## config.mk

```make
export PLATFORM = sky130hd
export DESIGN_NAME = decode_stage
export DESIGN_NICKNAME = d
export VERILOG_FILES = /design/src/rv_decode_pkg.sv /design/src/decode_stage.sv /design/src/decode_collector.sv /design/src/rv_decoder.sv /design/src/bundle_dispatch.sv /design/src/bundle_skid_buffer.sv
export SDC_FILE = /design/constraint.sdc
export NUM_CORES = 1
export LEC_CHECK = 0
export BUFFER_PORTS_ARGS = -buffer_cell sky130_fd_sc_hd__buf_4
export CAP_MARGIN = 15
export CORE_ASPECT_RATIO = 0.6
export CORE_MARGIN = 2
export CORE_UTILIZATION = 40
export CTS_CLUSTER_DIAMETER = 100
export CTS_CLUSTER_SIZE = 14
export DETAILED_ROUTE_END_ITERATION = 8
export SKIP_LAST_GASP = 1
export SLEW_MARGIN = 20
export SYNTH_ARGS = -nofsm -noshare
export SYNTH_HDL_FRONTEND = slang
export SYNTH_SLANG_ARGS = --single-unit
```

## constraint.sdc

```tcl
create_clock -name clk -period 38 [get_ports clk]
set_input_delay 5.7 -clock clk [delete_from_list [all_inputs] [get_ports clk]]
set_output_delay 5.7 -clock clk [all_outputs]
set_load 0.01 [all_outputs]
```

## src/rv_decode_pkg.sv

```systemverilog
package rv_decode_pkg;

   parameter int xlen = 32;

   // RV32I major opcodes handled by the decoder
   parameter logic [6:0] opc_alu_imm = 7'b0010011;
   parameter logic [6:0] opc_alu_reg = 7'b0110011;
   parameter logic [6:0] opc_load    = 7'b0000011;
   parameter logic [6:0] opc_store   = 7'b0100011;
   parameter logic [6:0] opc_branch  = 7'b1100011;
   parameter logic [6:0] opc_jal     = 7'b1101111;
   parameter logic [6:0] opc_jalr    = 7'b1100111;
   parameter logic [6:0] opc_lui     = 7'b0110111;
   parameter logic [6:0] opc_auipc   = 7'b0010111;

   // funct7 value of sub and sra/srai
   parameter logic [6:0] funct7_alt  = 7'b0100000;

   typedef enum logic [3:0] {
      cls_alu_imm = 4'h0,
      cls_alu_reg = 4'h1,
      cls_load    = 4'h2,
      cls_store   = 4'h3,
      cls_branch  = 4'h4,
      cls_jal     = 4'h5,
      cls_jalr    = 4'h6,
      cls_lui     = 4'h7,
      cls_auipc   = 4'h8,
      cls_illegal = 4'hf
   } instr_class_e;

   // One fetch slot, 65 bits
   typedef struct packed {
      logic            valid;
      logic [xlen-1:0] pc;
      logic [31:0]     instr;
   } fetch_slot_t;

   // One decoded slot, 120 bits
   typedef struct packed {
      logic            valid;
      logic [xlen-1:0] pc;
      instr_class_e    iclass;
      logic [4:0]      rd;
      logic [4:0]      rs1;
      logic [4:0]      rs2;
      logic [2:0]      funct3;
      logic            funct7_b5;
      logic [xlen-1:0] imm;
      // Filled by the collector only
      logic [xlen-1:0] target;
   } decoded_t;

endpackage
```

## src/decode_stage.sv

```systemverilog
`timescale 1ns/1ps

module decode_stage import rv_decode_pkg::*; #(
   parameter int LANES = 2
) (
   input  logic                    clk,
   input  logic                    rst_n,

   input  logic                    in_valid,
   output logic                    in_ready,
   input  fetch_slot_t [LANES-1:0] in_bundle,

   output logic                    out_valid,
   input  logic                    out_ready,
   output decoded_t [LANES-1:0]    out_bundle,
   output logic                    redirect_valid,
   output logic [xlen-1:0]         redirect_pc
);

   typedef fetch_slot_t [LANES-1:0] fetch_bundle_t;

   // Redirect rides in the output buffer beside the decoded slots
   typedef struct packed {
      decoded_t [LANES-1:0] bundle;
      logic                 redirect_valid;
      logic [xlen-1:0]      redirect_pc;
   } out_payload_t;

   fetch_bundle_t        buf_bundle;
   logic                 buf_valid;
   logic                 buf_ready;
   fetch_bundle_t        lane_slot;
   decoded_t [LANES-1:0] lane_result;
   decoded_t [LANES-1:0] coll_bundle;
   logic                 coll_redirect_valid;
   logic [xlen-1:0]      coll_redirect_pc;
   out_payload_t         coll_payload;
   out_payload_t         out_payload;

   bundle_skid_buffer #(
      .payload_t (fetch_bundle_t)
   ) in_buffer_inst (
      .clk       (clk),
      .rst_n     (rst_n),
      .in_valid  (in_valid),
      .in_ready  (in_ready),
      .in_data   (in_bundle),
      .out_valid (buf_valid),
      .out_ready (buf_ready),
      .out_data  (buf_bundle)
   );

   bundle_dispatch #(
      .LANES (LANES)
   ) dispatch_inst (
      .bundle    (buf_bundle),
      .lane_slot (lane_slot)
   );

   for (genvar g = 0; g < LANES; g++) begin : g_lane
      rv_decoder decoder_inst (
         .slot   (lane_slot[g]),
         .result (lane_result[g])
      );
   end

   decode_collector #(
      .LANES (LANES)
   ) collector_inst (
      .lane_result    (lane_result),
      .bundle         (coll_bundle),
      .redirect_valid (coll_redirect_valid),
      .redirect_pc    (coll_redirect_pc)
   );

   assign coll_payload.bundle         = coll_bundle;
   assign coll_payload.redirect_valid = coll_redirect_valid;
   assign coll_payload.redirect_pc    = coll_redirect_pc;

   bundle_skid_buffer #(
      .payload_t (out_payload_t)
   ) out_buffer_inst (
      .clk       (clk),
      .rst_n     (rst_n),
      .in_valid  (buf_valid),
      .in_ready  (buf_ready),
      .in_data   (coll_payload),
      .out_valid (out_valid),
      .out_ready (out_ready),
      .out_data  (out_payload)
   );

   assign out_bundle     = out_payload.bundle;
   // Qualified so the redirect is low whenever no bundle is presented
   assign redirect_valid = out_valid && out_payload.redirect_valid;
   assign redirect_pc    = out_payload.redirect_pc;

endmodule

```

## src/decode_collector.sv

```systemverilog
`timescale 1ns/1ps

module decode_collector import rv_decode_pkg::*; #(
   parameter int LANES = 2
) (
   input  decoded_t [LANES-1:0] lane_result,
   output decoded_t [LANES-1:0] bundle,
   output logic                 redirect_valid,
   output logic [xlen-1:0]      redirect_pc
);

   logic [LANES-1:0][xlen-1:0] lane_target;
   logic                       jal_seen;

   // Branch targets assume taken; beq is still predicted not taken downstream
   always_comb begin
      for (int i = 0; i < LANES; i++) begin
         if (lane_result[i].iclass == cls_branch || lane_result[i].iclass == cls_jal) begin
            lane_target[i] = lane_result[i].pc + lane_result[i].imm;
         end else begin
            lane_target[i] = '0;
         end
      end
   end

   // Lowest valid jal wins, younger slots are squashed
   always_comb begin
      jal_seen       = 1'b0;
      redirect_valid = 1'b0;
      redirect_pc    = '0;
      for (int i = 0; i < LANES; i++) begin
         bundle[i]        = lane_result[i];
         bundle[i].target = lane_target[i];
         if (jal_seen) begin
            bundle[i].valid = 1'b0;
         end else if (lane_result[i].valid && lane_result[i].iclass == cls_jal) begin
            jal_seen       = 1'b1;
            redirect_valid = 1'b1;
            redirect_pc    = lane_target[i];
         end
      end
   end

endmodule

```

## src/rv_decoder.sv

```systemverilog
`timescale 1ns/1ps

module rv_decoder import rv_decode_pkg::*; (
   input  fetch_slot_t slot,
   output decoded_t    result
);

   logic [31:0]     instr;
   logic [6:0]      opcode;
   logic [2:0]      funct3;
   logic [6:0]      funct7;
   instr_class_e    iclass;
   logic            writes_rd;
   logic            reads_rs1;
   logic            reads_rs2;
   logic            has_funct3;
   logic            has_funct7_b5;
   logic [xlen-1:0] imm_i;
   logic [xlen-1:0] imm_s;
   logic [xlen-1:0] imm_b;
   logic [xlen-1:0] imm_u;
   logic [xlen-1:0] imm_j;

   assign instr  = slot.instr;
   assign opcode = instr[6:0];
   assign funct3 = instr[14:12];
   assign funct7 = instr[31:25];

   always_comb begin
      iclass = cls_illegal;
      case (opcode)
         opc_alu_imm: begin
            case (funct3)
               // slli
               3'b001:  if (funct7 == 7'b0) iclass = cls_alu_imm;
               // srli or srai
               3'b101:  if (funct7 == 7'b0 || funct7 == funct7_alt) iclass = cls_alu_imm;
               default: iclass = cls_alu_imm;
            endcase
         end
         opc_alu_reg: begin
            if (funct7 == 7'b0) begin
               iclass = cls_alu_reg;
            end else if (funct7 == funct7_alt && (funct3 == 3'b000 || funct3 == 3'b101)) begin
               iclass = cls_alu_reg;
            end
         end
         opc_load: begin
            if (funct3 != 3'b011 && funct3 != 3'b110 && funct3 != 3'b111) begin
               iclass = cls_load;
            end
         end
         opc_store:  if (funct3 <= 3'b010) iclass = cls_store;
         opc_branch: if (funct3[2:1] != 2'b01) iclass = cls_branch;
         opc_jal:    iclass = cls_jal;
         opc_jalr:   if (funct3 == 3'b000) iclass = cls_jalr;
         opc_lui:    iclass = cls_lui;
         opc_auipc:  iclass = cls_auipc;
         default:    iclass = cls_illegal;
      endcase
      if (!slot.valid) begin
         iclass = cls_illegal;
      end
   end

   // Which fields the format carries
   always_comb begin
      writes_rd     = 1'b0;
      reads_rs1     = 1'b0;
      reads_rs2     = 1'b0;
      has_funct3    = 1'b0;
      has_funct7_b5 = 1'b0;
      case (iclass)
         cls_alu_imm: begin
            writes_rd     = 1'b1;
            reads_rs1     = 1'b1;
            has_funct3    = 1'b1;
            // Bit 30 selects srai only for shifts, otherwise it is immediate
            has_funct7_b5 = (funct3[1:0] == 2'b01);
         end
         cls_alu_reg: begin
            writes_rd     = 1'b1;
            reads_rs1     = 1'b1;
            reads_rs2     = 1'b1;
            has_funct3    = 1'b1;
            has_funct7_b5 = 1'b1;
         end
         cls_load, cls_jalr: begin
            writes_rd  = 1'b1;
            reads_rs1  = 1'b1;
            has_funct3 = 1'b1;
         end
         cls_store, cls_branch: begin
            reads_rs1  = 1'b1;
            reads_rs2  = 1'b1;
            has_funct3 = 1'b1;
         end
         cls_jal, cls_lui, cls_auipc: writes_rd = 1'b1;
         default: ;
      endcase
   end

   assign imm_i = {{20{instr[31]}}, instr[31:20]};
   assign imm_s = {{20{instr[31]}}, instr[31:25], instr[11:7]};
   assign imm_b = {{19{instr[31]}}, instr[31], instr[7], instr[30:25], instr[11:8], 1'b0};
   assign imm_u = {instr[31:12], 12'b0};
   assign imm_j = {{11{instr[31]}}, instr[31], instr[19:12], instr[20], instr[30:21], 1'b0};

   always_comb begin
      result        = '0;
      result.valid  = slot.valid;
      result.pc     = slot.pc;
      result.iclass = iclass;
      if (writes_rd) result.rd = instr[11:7];
      if (reads_rs1) result.rs1 = instr[19:15];
      if (reads_rs2) result.rs2 = instr[24:20];
      if (has_funct3) result.funct3 = funct3;
      if (has_funct7_b5) result.funct7_b5 = instr[30];
      case (iclass)
         cls_alu_imm, cls_load, cls_jalr: result.imm = imm_i;
         cls_store:                       result.imm = imm_s;
         cls_branch:                      result.imm = imm_b;
         cls_lui, cls_auipc:              result.imm = imm_u;
         cls_jal:                         result.imm = imm_j;
         default:                         result.imm = '0;
      endcase
   end

endmodule

```

## src/bundle_dispatch.sv

```systemverilog
`timescale 1ns/1ps

module bundle_dispatch import rv_decode_pkg::*; #(
   parameter int LANES = 2
) (
   input  fetch_slot_t [LANES-1:0] bundle,
   output fetch_slot_t [LANES-1:0] lane_slot
);

   // An empty slot reaches its decoder as all zeros, pc and instr included
   always_comb begin
      for (int i = 0; i < LANES; i++) begin
         if (bundle[i].valid) begin
            lane_slot[i] = bundle[i];
         end else begin
            lane_slot[i] = '0;
         end
      end
   end

endmodule

```

## src/bundle_skid_buffer.sv

```systemverilog
`timescale 1ns/1ps

module bundle_skid_buffer #(
   parameter type payload_t = logic
) (
   input  logic     clk,
   input  logic     rst_n,

   input  logic     in_valid,
   output logic     in_ready,
   input  payload_t in_data,

   output logic     out_valid,
   input  logic     out_ready,
   output payload_t out_data
);

   payload_t main_data;
   payload_t skid_data;
   logic     main_valid;
   logic     skid_valid;
   logic     main_valid_next;
   logic     skid_valid_next;
   logic     ready_q;
   logic     in_fire;
   logic     main_load;

   assign in_fire   = in_valid && ready_q;
   // Main register is free when empty or being drained this cycle
   assign main_load = !main_valid || out_ready;

   always_comb begin
      main_valid_next = main_valid;
      skid_valid_next = skid_valid;
      if (main_load) begin
         if (skid_valid) begin
            main_valid_next = 1'b1;
            skid_valid_next = 1'b0;
         end else begin
            main_valid_next = in_fire;
         end
      end else if (in_fire) begin
         skid_valid_next = 1'b1;
      end
   end

   always_ff @(posedge clk or negedge rst_n) begin
      if (!rst_n) begin
         main_valid <= 1'b0;
         skid_valid <= 1'b0;
         ready_q    <= 1'b0;
      end else begin
         main_valid <= main_valid_next;
         skid_valid <= skid_valid_next;
         ready_q    <= !skid_valid_next;
      end
   end

   // Skid entry is older than anything arriving, so it moves first
   always_ff @(posedge clk) begin
      if (main_load) begin
         main_data <= skid_valid ? skid_data : in_data;
      end
      if (!main_load && in_fire) begin
         skid_data <= in_data;
      end
   end

   assign in_ready  = ready_q;
   assign out_valid = main_valid;
   assign out_data  = main_data;

endmodule

```

==> results of run 1 <==
-- worst max-delay path by stage --
stage | from | endpoint | slack [ns] | cells after the start
floorplan | out_ready | out_buffer_inst.skid_data[0]$_DFFE_PP_ | 13.39 | 2
global route | out_ready | out_buffer_inst.skid_data[12]$_DFFE_PP_ | 29.74 | 5
CTS | out_ready | out_buffer_inst.out_data[13]$_DFFE_PP_ | 29.91 | 4
finish | out_ready | out_buffer_inst.skid_data[210]$_DFFE_PP_ | 29.88 | 5
global placement | out_ready | out_buffer_inst.skid_data[210]$_DFFE_PP_ | 29.34 | 5
detailed placement | out_ready | out_buffer_inst.out_data[127]$_DFFE_PP_ | 29.22 | 4
-- worst register-to-register path, stage by stage (launching register included) --
cell and delay [ns]:
edfxtp_1 0.32, buf_4 0.46, nand4b_1 0.28, nor2_1 0.27, a21oi_1 0.19, or4_4 0.59
nor3_4 0.78, nor3_1 0.15, o21ai_2 0.84, nand2_1 0.22, ha_1 0.44, a21o_1 0.22
a221o_1 0.39, a21oi_1 0.30, o221a_2 0.27, a21oi_1 0.12, or2_2 0.35, a31oi_1 0.29
mux2i_1 0.30, a31oi_1 0.11
-- cells in the mapped netlist, types with 11 or more instances --
| cell | instances |
|---|---|
| a21o_1 | 63 |
| a21oi_1 | 61 |
| a31oi_1 | 25 |
| and2_1 | 95 |
| and3_1 | 22 |
| buf_1 | 12 |
| buf_4 | 273 |
| clkbuf_1 | 89 |
| edfxtp_1 | 806 |
| ha_1 | 62 |
| inv_1 | 59 |
| mux2_2 | 308 |
| nand2_1 | 171 |
| nand2b_1 | 13 |
| nand3_1 | 34 |
| nor2_1 | 112 |
| nor2b_1 | 14 |
| nor3_1 | 23 |
| o211ai_1 | 12 |
| o21ai_0 | 74 |
| o22ai_1 | 19 |
| o31ai_1 | 53 |
| or2_2 | 13 |
| or3_1 | 11 |
| xnor2_1 | 30 |
| xor2_1 | 22 |
-- layout make-up --
cell class                 count  area, sq um  area share
timing repair buffer         437         3310      0.0790
sequential                   812        24400       0.581
multi-input combinational   1406        10600       0.252
inverter                      62          240     0.00573
clock inverter                 7         68.8     0.00164
clock buffer                  82         1800      0.0429
tap                         1246         1560      0.0372
-- routing by layer --
metal | track usage | vias up | part of all wire
met3 | 0.0524 | 120 | 0.080
met4 | 0.0448 | 0 | 0.019
met1 | 0.304 | 11017 | 0.47
met2 | 0.291 | 744 | 0.43
li1 | - | 9911 | -
met5 | 0 | - | 0
-- registers in the layout, summed over array words and instances, names as in the netlist --
| signal | count |
|---|---|
| in_buffer_inst.in_ready | 1 |
| in_buffer_inst.out_data | 130 |
| in_buffer_inst.out_valid | 1 |
| in_buffer_inst.skid_data | 130 |
| in_buffer_inst.skid_valid | 1 |
| out_buffer_inst.in_ready | 1 |
| out_buffer_inst.out_data | 273 |
| out_buffer_inst.out_valid | 1 |
| out_buffer_inst.skid_data | 273 |
| out_buffer_inst.skid_valid | 1 |
-- metrics by stage --
stage / instances / area, sq um / setup WS, ns / hold slack [ns] / power (uW)
floorplan: 2664 / 37600 / 13.39 / 0.480 / 1710
global placement: 3963 / 40000 / 29.34 / 0.508 / 1850
detailed placement: 3963 / 40000 / 29.22 / 0.514 / 1860
CTS: 4052 / 41900 / 29.91 / 0.521 / 2520
global route: 4052 / 41900 / 29.74 / 0.541 / 2600
finish: 4052 / 41900 / 29.88 / 0.517 / 2480
-- cells by family after synthesis --
group / Yosys count / share of synthesized area
flops: 812 / 0.648
simple gates: 564 / 0.0767
buf+inv: 446 / 0.0721
compound gates: 409 / 0.0750
mux: 316 / 0.0945
fa+ha+maj: 65 / 0.0220
xor+xnor: 52 / 0.0121
-- power breakdown --
part / switching, uW / internal (uW)
clock: 318 / 334
combinational: 317 / 221
sequential: 85.9 / 1210
==> impl_results.md, run 1 <==
* Slew headroom at 0.212
* Layout net count at 2985
* H-tree levels at 3
* Period utilization at 0.214
* DR pass1 iterations at 6
* CTS clk-pin slew, worst paths at 0.07 ns
* # fillers at 8289
* Max Transition Viols Final at 0
* Worst-Skew Late Latency at approximately 0.65 ns
* Root Driver: clkbuf_16
* CTS tree: done
* Worst path arrival time at 8.39 ns
* Launching point of the worst reg2reg path: in_buffer_inst.out_data[129]$_DFFE_PP_
* Clock buffer depth at 3
* Setup TNS at 0 ns
* Layout cells sized above 1 at 0.309
* Most frequent cells in the layout: edfxtp_1 (806), buf_4 (434), mux2_2 (308)
* DR DRC count at 0
* Hold Buf Count CTS at 0
* RSZ-0062 raised after global routing: false
* Worst Skew at 0.0280 ns
* Outcome: completed
* Initial antenna violation count at 2
* Least-Margin Pin Slew at 1.17 ns
* Max-cap viol count at 0
* # clock sinks at 812
* DP HPWL at 71.2 mm
* Peak VDD IR at 0.0509 mV
* Yosys top cell area share at 0.644
* Area delta synth->final at 11.5%
* Cells along the critical path: buf_4 > nand2b_4 > nor2_4 > buf_12 > buf_4
* Commonest non-fill, non-tap cell in the layout: edfxtp_1
* Worst Hold End: out_buffer_inst.out_data[57]$_DFFE_PP_
* Die X at 400 microns
* Detailed-route via count at 21792
* Synth unique cells at 90
* Mean routed wirelength per cell at 24.5 microns
* Cell family with most CP delay: buffers and inverters
* Synth top area cells: edfxtp_1 (64%), mux2_2 (9.2%), buf_4 (5.5%), ha_1 (2.1%), nand2_1 (1.7%)
* Total core area at about 94000 sq um
* Crit-path slowest cell: buf_4
* Largest net degree at the start of global routing at 143
* Total CTS buffers at 68
* Starting Density at 0.402
* Reg2Reg Depth at 19
* Final count of negative-setup-slack endpoints at 0
* Syn Std Cell Area at 37600 sq um
* PD cells at 59.3 nW/um^2
* GRT Total Usage at 0.202
* Leak pwr at 0.0161 uW
* Placer Congestion at around 0.94
* Post_cts resized at 0
* Die Ht at around 240 microns
* Postcts setup bufs at 0
* Total grt overflow at 0
* Avg Cell Area, Syn at 14.1 sq um
* Port-buffer cells at 408
* Reg2reg setup slack at about 31 ns
* EDFF count, synth at between 800 and 900
* Crit path capture type: flop
* Detail Route Antenna Nets at 0
* CP bufs+invs at 3
* Top FF cell, synth: edfxtp_1
* Tmin final at 8.12 ns
* Worst Hold Depth at 2
* Worst hold path class: reg -> reg
* Ports at 409
* Initial detailed-routing violation count at 2019
* Most common cell on crit path: buf_4
* CP Max Fanout at 137
* Hold wc startpoint: out_buffer_inst.skid_data[57]$_DFFE_PP_
* Vias in the first global route at 21133
* FF+latch count, synth at 812
* Row count at 87
* Post-Syn Nets at 2862
* Drt via density at about 5.4
* Worst R2R End: out_buffer_inst.out_data[29]$_DFFE_PP_
* First-pass GRT wire length at about 140 mm
* Seq/Total Area, Yosys at 0.648
* Final Hold Fails at 0
* Nature of the critical path startpoint: primary input
* Mapped Cells at 2664
* Leading area contributor after synthesis: edfxtp_1
* Die ar. at just under 100000 sq um
* CP peak stage delay at 0.87 ns
* Setup Crit Path Kind: in -> reg
* Synth warnings at 0
* Diodes inserted at 0
* Async SR Flop Fraction at 0.00739
* Final WL at 99.2 mm
* WP data required at 38.27 ns
* Fmax at 123 MHz
* Final Core Density at 0.448
Power figures use the tool's default switching activity.
==> inputs of run 2 (changes only) <==
==> constraint.sdc (replaced) <==
create_clock -name clk -period 6.8 [get_ports clk]
set_input_delay 1.02 -clock clk [delete_from_list [all_inputs] [get_ports clk]]
set_output_delay 1.02 -clock clk [all_outputs]
set_load 0.01 [all_outputs]
==> run 2 against run 1 <==
Compared with the run above: combinational power grew to 5.6 times the previous value; clock power grew to 5.6 times the previous value; clock skew is 0.011 ns higher; worst setup slack worse by 30 ns; register-to-register slack worse by 30 ns; critical path depth is 15 higher; global-route usage is 0.49 points higher; design area is 0.46% higher; utilization is 0.20 points higher; largest power group unchanged; highest routed layer unchanged.
==> impl_results.md, run 2 (synthesis gave the netlist of run 1 again) <==
* Initial detailed-routing violation count at 1976 (-2.1%)
* Hold Slack at 0.174 ns (-0.342 ns)
* Total grt overflow at 0 (unchanged)
* GRT Total Usage at 0.207 (+0.00488)
* Die X at 400 microns (unchanged)
* # clock sinks at 812 (unchanged)
* Vias in the first global route at 21654 (+2.5%)
* Total CTS buffers at 68 (unchanged)
* # fillers at 8253 (-0.43%)
* Clock buffer depth at 3 (unchanged)
* Layout cells sized above 1 at 0.315 (+0.00533)
* CTS clk-pin slew, worst paths at 0.07 ns (about the same)
* Dpl ws at 0.438 ns (-28.79 ns)
* Detailed-route via count at 21885 (+0.43%)
* Hold Buf Count CTS at 0 (unchanged)
* Area delta synth->final at 12.0%
* Die Ht at 241 microns (unchanged)
* Sw frac at 0.290 (about the same)
* Tmin final at 6.45 ns
* Max-cap viol count at 0 (unchanged)
* Register Area at 24400 sq um (unchanged)
* Row count at 87 (unchanged)
* Commonest non-fill, non-tap cell in the layout: edfxtp_1
* Layout net count at 3000 (+0.50%)
* First-pass GRT wire length at 146 mm (+2.0%)
* Psw at 4040 uW (+460%)
* Most frequent cells in the layout: edfxtp_1 (806), buf_4 (448), mux2_2 (308)
* Clock power frac at 0.262 (about the same)
* Multi-input combinational cell area at 10600 sq um (+0.39%)
* Setup Crit Path Kind: reg -> reg
* Outcome: completed
* Ports at 409 (unchanged)
* Largest net degree at the start of global routing at 148 (+3.5%)
* Starting Density at 0.402 (unchanged)
* Gate power share at 0.216 (about the same)
* DP HPWL at 72.7 mm (+2.0%)
* Port-buffer cells at 408 (unchanged)
* Period utilization at 0.948
* Worst path arrival time at 6.84 ns (-1.55 ns)
* PD cells at 330 nW/um^2 (+460%)
* Crit path capture type: flop
* Die ar. at 96600 sq um (unchanged)
* Non-Filler Instances at 4069 (+0.42%)
* Cell total after placement at 3978 (+0.38%)
* CTS tree: done
* Int Power at 9870 uW (+460%)
* RSZ-0062 raised after global routing: true
* Worst hold path class: in -> async
* Fmax at 155 MHz
* Drt via density at 5.38 (about the same)
* Sequential share of power at 0.522 (about the same)
* Final setup margin at 0.352 ns (-29.53 ns)
* Detail Route Antenna Nets at 0 (unchanged)
* Least-Margin Pin Slew at 1.23 ns (+0.0584 ns)
* DR pass1 iterations at 6 (unchanged)
* Nature of the critical path startpoint: flop
* Slew headroom at 0.181 (-0.0307)
* H-tree levels at 3 (unchanged)
* Max Transition Viols Final at 0 (unchanged)
* Final WL at 101 mm (+2.1%)
* Worst Skew at 0.0386 ns (+0.0106 ns)
* Final Hold Fails at 0 (unchanged)
* DR DRC count at 0 (unchanged)
* Peak VDD IR at 0.188 mV (+270%)
* Placer Congestion at 0.922 (-2.0%)
* Leak pwr at 0.0162 uW (+0.58%)
* Root Driver: clkbuf_16
* Worst-Skew Late Latency at 0.66 ns (about the same)
* Mean routed wirelength per cell at 24.9 microns (+1.6%)
* Setup TNS at 0 ns (unchanged)
* CP Max Fanout at 15 (-89%)
* WP data required at 7.19 ns (-31.08 ns)
* Final count of negative-setup-slack endpoints at 0 (unchanged)
* Initial antenna violation count at 3 (+1)
* Total core area at 93500 sq um (unchanged)
-- run 2: cell count changes in the layout (fill, tap and decap cells not counted), sizes merged --
cell,before,now
inv,68,65
buf,437,452
clkinv,1,3
diode,0,1
clkbuf,82,84
-- run 2: stage by stage --
step / total power (uW) / cell area, sq um / utilization
finish: 13900 / 42100 / 0.450
global route: 14500 / 42100 / 0.450
CTS: 14100 / 42100 / 0.450
detailed placement: 10400 / 40200 / 0.430
global placement: 10400 / 40200 / 0.430
floorplan: 9500 / 37600 / -
-- run 2: power by group through the flow --
stage          Sequential, uW  Clock, uW  Combinational (uW)
3_5_place_dp             7370          0                3040
4_1_cts                  7270       3740                3050
3_3_place_gp             7360          0                3020
2_1_floorplan            7190          0                2310
5_1_grt                  7340       3910                3270
6_report                 7260       3640                3010
-- run 2: layer usage --
metal  track usage  part of all wire  vias to the layer above
met4        0.0474             0.019                        0
met1         0.312              0.47                    11133
met2         0.299              0.43                      702
li1              -                 -                     9940
met5             0                 0                        -
met3        0.0501             0.077                      110
-- run 2: final cells by class --
| type | count | share of cell area |
|---|---|---|
| inverter | 62 | 0.00571 |
| tap | 1246 | 0.0370 |
| clock buffer | 84 | 0.0429 |
| multi-input combinational | 1406 | 0.252 |
| clock inverter | 6 | 0.00178 |
| sequential | 812 | 0.579 |
| timing repair buffer | 452 | 0.0818 |
| antenna | 1 | 0.0000594 |
-- run 2: timing repair --
action,CTS,global route
buffers inserted,0,0
setup endpoints to repair,0,20
gates resized for setup,0,7
-- run 2: path summary, 6_finish.rpt --
check,start,end,slack [ns],cells past startpoint
min in group clk,out_buffer_inst.skid_data[108]$_DFFE_PP_,out_buffer_inst.out_data[108]$_DFFE_PP_,0.51,2
max in group asynchronous,rst_n,out_buffer_inst.skid_valid$_DFF_PN0_,6.49,1
max reg2reg,in_buffer_inst.out_data[129]$_DFFE_PP_,out_buffer_inst.out_data[22]$_DFFE_PP_,0.35,20
max,in_buffer_inst.out_data[129]$_DFFE_PP_,out_buffer_inst.out_data[22]$_DFFE_PP_,0.35,20
min reg2reg,out_buffer_inst.skid_data[108]$_DFFE_PP_,out_buffer_inst.out_data[108]$_DFFE_PP_,0.51,2
min,rst_n,in_buffer_inst.in_ready$_DFF_PN0_,0.17,1
-- run 2: critical path, cell delays in order, from the launching register on --
cell,delay (ns)
edfxtp_1,0.69
nand4b_1,0.26
or2_2,0.39
nor3_1,0.43
nor2_1,0.09
o211ai_1,0.27
buf_4,0.27
nand3_1,0.11
nor2_1,0.13
a21oi_1,0.08
nor2_1,0.16
ha_1,0.26
fa_1,0.25
a21oi_1,0.09
o21ai_0,0.40
a41o_1,0.45
a311o_1,0.45
o21ai_0,0.25
xnor2_1,0.62
o32ai_1,0.22
mux2_2,0.32
==> inputs of run 3 (changes only) <==
--- a/config.mk
+++ b/config.mk
@@ -13,6 +13,7 @@
 export CTS_CLUSTER_DIAMETER = 100
 export CTS_CLUSTER_SIZE = 14
 export DETAILED_ROUTE_END_ITERATION = 8
+export REMOVE_ABC_BUFFERS = 1
 export SKIP_LAST_GASP = 1
 export SLEW_MARGIN = 20
 export SYNTH_ARGS = -nofsm -noshare
==> run 3 against run 2 <==
Compared with the run above: fmax is 2.4% lower; sequential share of layout area is 0.077 points lower; worst setup slack worse by 0.16 ns; count of clock-buffer cells in the layout stayed put; first-iteration DRC count is 14% higher; flip-flop and latch count stayed put; final cell count hardly changed; non-clock buffer count is 5 higher; clock skew is 0.0046 ns lower; worst hold slack better by 0.0035 ns; global-route usage is 1.2 points higher; clock power is 3% higher.
==> impl_results.md, run 3 (synthesis gave the netlist of run 1 again) <==
* Outcome: completed
* Port-buffer cells at 408 (unchanged)
* Layout net count at 3005 (+0.17%)
* Crit path capture type: flop
* Register Area at 24400 sq um (unchanged)
* Sw frac at 0.297 (+0.00673)
* Drt via density at 5.46 (+1.6%)
* Die X at 400 microns (unchanged)
* Detail Route Antenna Nets at 0 (unchanged)
* Row count at 87 (unchanged)
* CP peak stage delay at 0.67 ns (-0.02 ns)
* H-tree levels at 3 (unchanged)
* WP data required at 7.20 ns (about the same)
* Root Driver: clkbuf_16
* Cells along the critical path: or4_4 > o311ai_4 > nor2_1 > nor3_1 > nand3_1 > buf_4 > o21ai_2 > and2_1 > ha_1 > a21oi_2 > o211ai_1 > nand2_1 > a21oi_1 > a311o_1 > a31oi_1 > xor2_1 > o21ai_0 > mux2_2
* Peak VDD IR at 0.179 mV (-4.5%)
* Non-Filler Instances at 4070 (+0.025%)
* Worst R2R End: out_buffer_inst.out_data[27]$_DFFE_PP_
* Final Core Density at 0.451 (+0.000602)
* Cell total after placement at 3981 (+0.075%)
* Dpl ws at 0.191 ns (-0.247 ns)
* Layout cells sized above 1 at 0.316 (+0.00119)
* Commonest non-fill, non-tap cell in the layout: edfxtp_1
* Worst Skew at 0.0340 ns (-0.00464 ns)
* Nature of the critical path startpoint: flop
* Reg2reg setup slack at 0.19 ns (-0.16 ns)
* # clock sinks at 812 (unchanged)
* Clock buffer depth at 3 (unchanged)
* PD cells at 337 nW/um^2 (+1.9%)
* Crit-path slowest cell: or4_4
* First-pass GRT wire length at 153 mm (+4.6%)
* Post-Place Cell Area at 40200 sq um (+0.10%)
* Least-Margin Pin Slew at 1.04 ns (-0.188 ns)
* Ports at 409 (unchanged)
* Most frequent cells in the layout: edfxtp_1 (806), buf_4 (452), mux2_2 (308)
* GRT Total Usage at 0.219 (+0.0118)
* CP Max Fanout at 10 (-5)
* Clock power frac at 0.264 (+0.002)
* Final WL at 108 mm (+6.3%)
* Starting Density at 0.402 (unchanged)
* # fillers at 8327 (+0.90%)
* Sequential share of power at 0.512 (-0.010)
* DR DRC count at 0 (unchanged)
* Total grt overflow at 0 (unchanged)
* Tmin final at 6.61 ns (+0.161 ns)
* Period utilization at 0.972 (+0.0237)
* Slew headroom at 0.305 (+0.124)
* Max-cap viol count at 0 (unchanged)
* Final count of negative-setup-slack endpoints at 0 (unchanged)
* DR pass1 iterations at 6 (unchanged)
* Die Ht at 241 microns (unchanged)
* Total core area at 93500 sq um (unchanged)
* Detailed-route via count at 22233 (+1.6%)
* Largest net degree at the start of global routing at 135 (-8.8%)
* Area delta synth->final at 12.1%
* CTS tree: done
* Worst hold path class: in -> async
* Reg2Reg Depth at 18 (-10%)
* Hold Buf Count CTS at 0 (unchanged)
* Gate power share at 0.225 (+0.009)
* Launching point of the worst reg2reg path: in_buffer_inst.out_data[25]$_DFFE_PP_
* DP HPWL at 77.7 mm (+6.9%)
* Final Hold Fails at 0 (unchanged)
* RSZ-0062 raised after global routing: true
* Mean routed wirelength per cell at 26.5 microns (+6.3%)
* Diodes inserted at 0 (-1)
* Fmax at 151 MHz (-2.4%)
* Worst path arrival time at 7.01 ns (+0.17 ns)
* CTS clk-pin slew, worst paths at 0.07 ns (about the same)
* Leak pwr at 0.0162 uW (+0.21%)
* Die ar. at 96600 sq um (unchanged)
* Psw at 4220 uW (+4.4%)
* Fin area at 42200 sq um (+0.13%)
* Placer Congestion at 0.936 (+1.6%)
* Multi-input combinational cell area at 10600 sq um (-0.22%)
* Worst-Skew Late Latency at 0.65 ns (about the same)
* Setup Crit Path Kind: reg -> reg
* Final setup margin at 0.191 ns (-0.161 ns)
* Int Power at 9970 uW (+1.1%)
* Initial antenna violation count at 5 (+2)
* Vias in the first global route at 21272 (-1.8%)
* Total CTS buffers at 68 (unchanged)
* Max Transition Viols Final at 0 (unchanged)
* Initial detailed-routing violation count at 2254 (+14%)
* Tot Pwr at 14200 uW (+2.0%)
==> run 3: changes by cell type in the layout (fill, tap and decap cells not counted), sizes merged <==
cell,previous run,this run
clkinv,3,2
diode,1,0
bufinv,0,1
inv,65,62
buf,452,457
==> run 3: worst max-delay path by stage <==
stage | depth (start not counted) | end | startpoint
floorplan | 2 | out_buffer_inst.skid_data[0]$_DFFE_PP_ | out_ready
global placement | 18 | out_buffer_inst.out_data[27]$_DFFE_PP_ | in_buffer_inst.out_data[25]$_DFFE_PP_
detailed placement | 18 | out_buffer_inst.out_data[27]$_DFFE_PP_ | in_buffer_inst.out_data[25]$_DFFE_PP_
CTS | 18 | out_buffer_inst.out_data[27]$_DFFE_PP_ | in_buffer_inst.out_data[25]$_DFFE_PP_
global route | 18 | out_buffer_inst.out_data[27]$_DFFE_PP_ | in_buffer_inst.out_data[25]$_DFFE_PP_
finish | 18 | out_buffer_inst.out_data[27]$_DFFE_PP_ | in_buffer_inst.out_data[25]$_DFFE_PP_
==> run 3: what timing repair did <==
| item | 4_1_cts | 5_1_grt |
|---|---|---|
| setup endpoints to repair | 0 | 22 |
| gates resized for setup | 0 | 2 |
| buffers inserted | 0 | 2 |
==> run 3: per-stage QoR <==
step / hold WS [ns] / TNS (ns)
after global routing: 0.144 / -0.0263
after detailed placement: 0.511 / 0
final: 0.178 / 0
after floorplan: 0.486 / -8380.56
after global placement: 0.505 / 0
after CTS: 0.126 / 0
==> run 3: critical path: cells and delay by family (launching register included) <==
family	cells	cell delay (ns)
compound gates	8	2.81
simple gates	6	1.87
flops	1	0.41
xor+xnor	1	0.40
fa+ha+maj	1	0.34
mux	1	0.28
buf+inv	1	0.24
==> run 3: area by class of cell <==
cell class                      count  area share
Tap cell                         1246      0.0370
Timing Repair Buffer              457      0.0829
Clock buffer                       84      0.0443
Sequential cell                   812       0.578
Clock inverter                      3     0.00104
Multi-Input combinational cell   1406       0.251
Inverter                           62     0.00570
==> run 3: power by group through the flow <==
| stage | Sequential [uW] | Clock [uW] | Combinational [uW] |
|---|---|---|---|
| detailed placement | 7380 | 0 | 3200 |
| floorplan | 7750 | 0 | 1350 |
| global route | 7350 | 4000 | 3430 |
| CTS | 7290 | 3850 | 3210 |
| finish | 7260 | 3740 | 3190 |
| global placement | 7370 | 0 | 3170 |
==> run 3: layer usage <==
| layer | GRT usage | up-vias | part of all wire |
|---|---|---|---|
| li1 | - | 9949 | - |
| met1 | 0.353 | 11374 | 0.50 |
| met5 | 0 | - | 0.00015 |
| met3 | 0.0494 | 109 | 0.073 |
| met2 | 0.293 | 799 | 0.40 |
| met4 | 0.0457 | 2 | 0.017 |
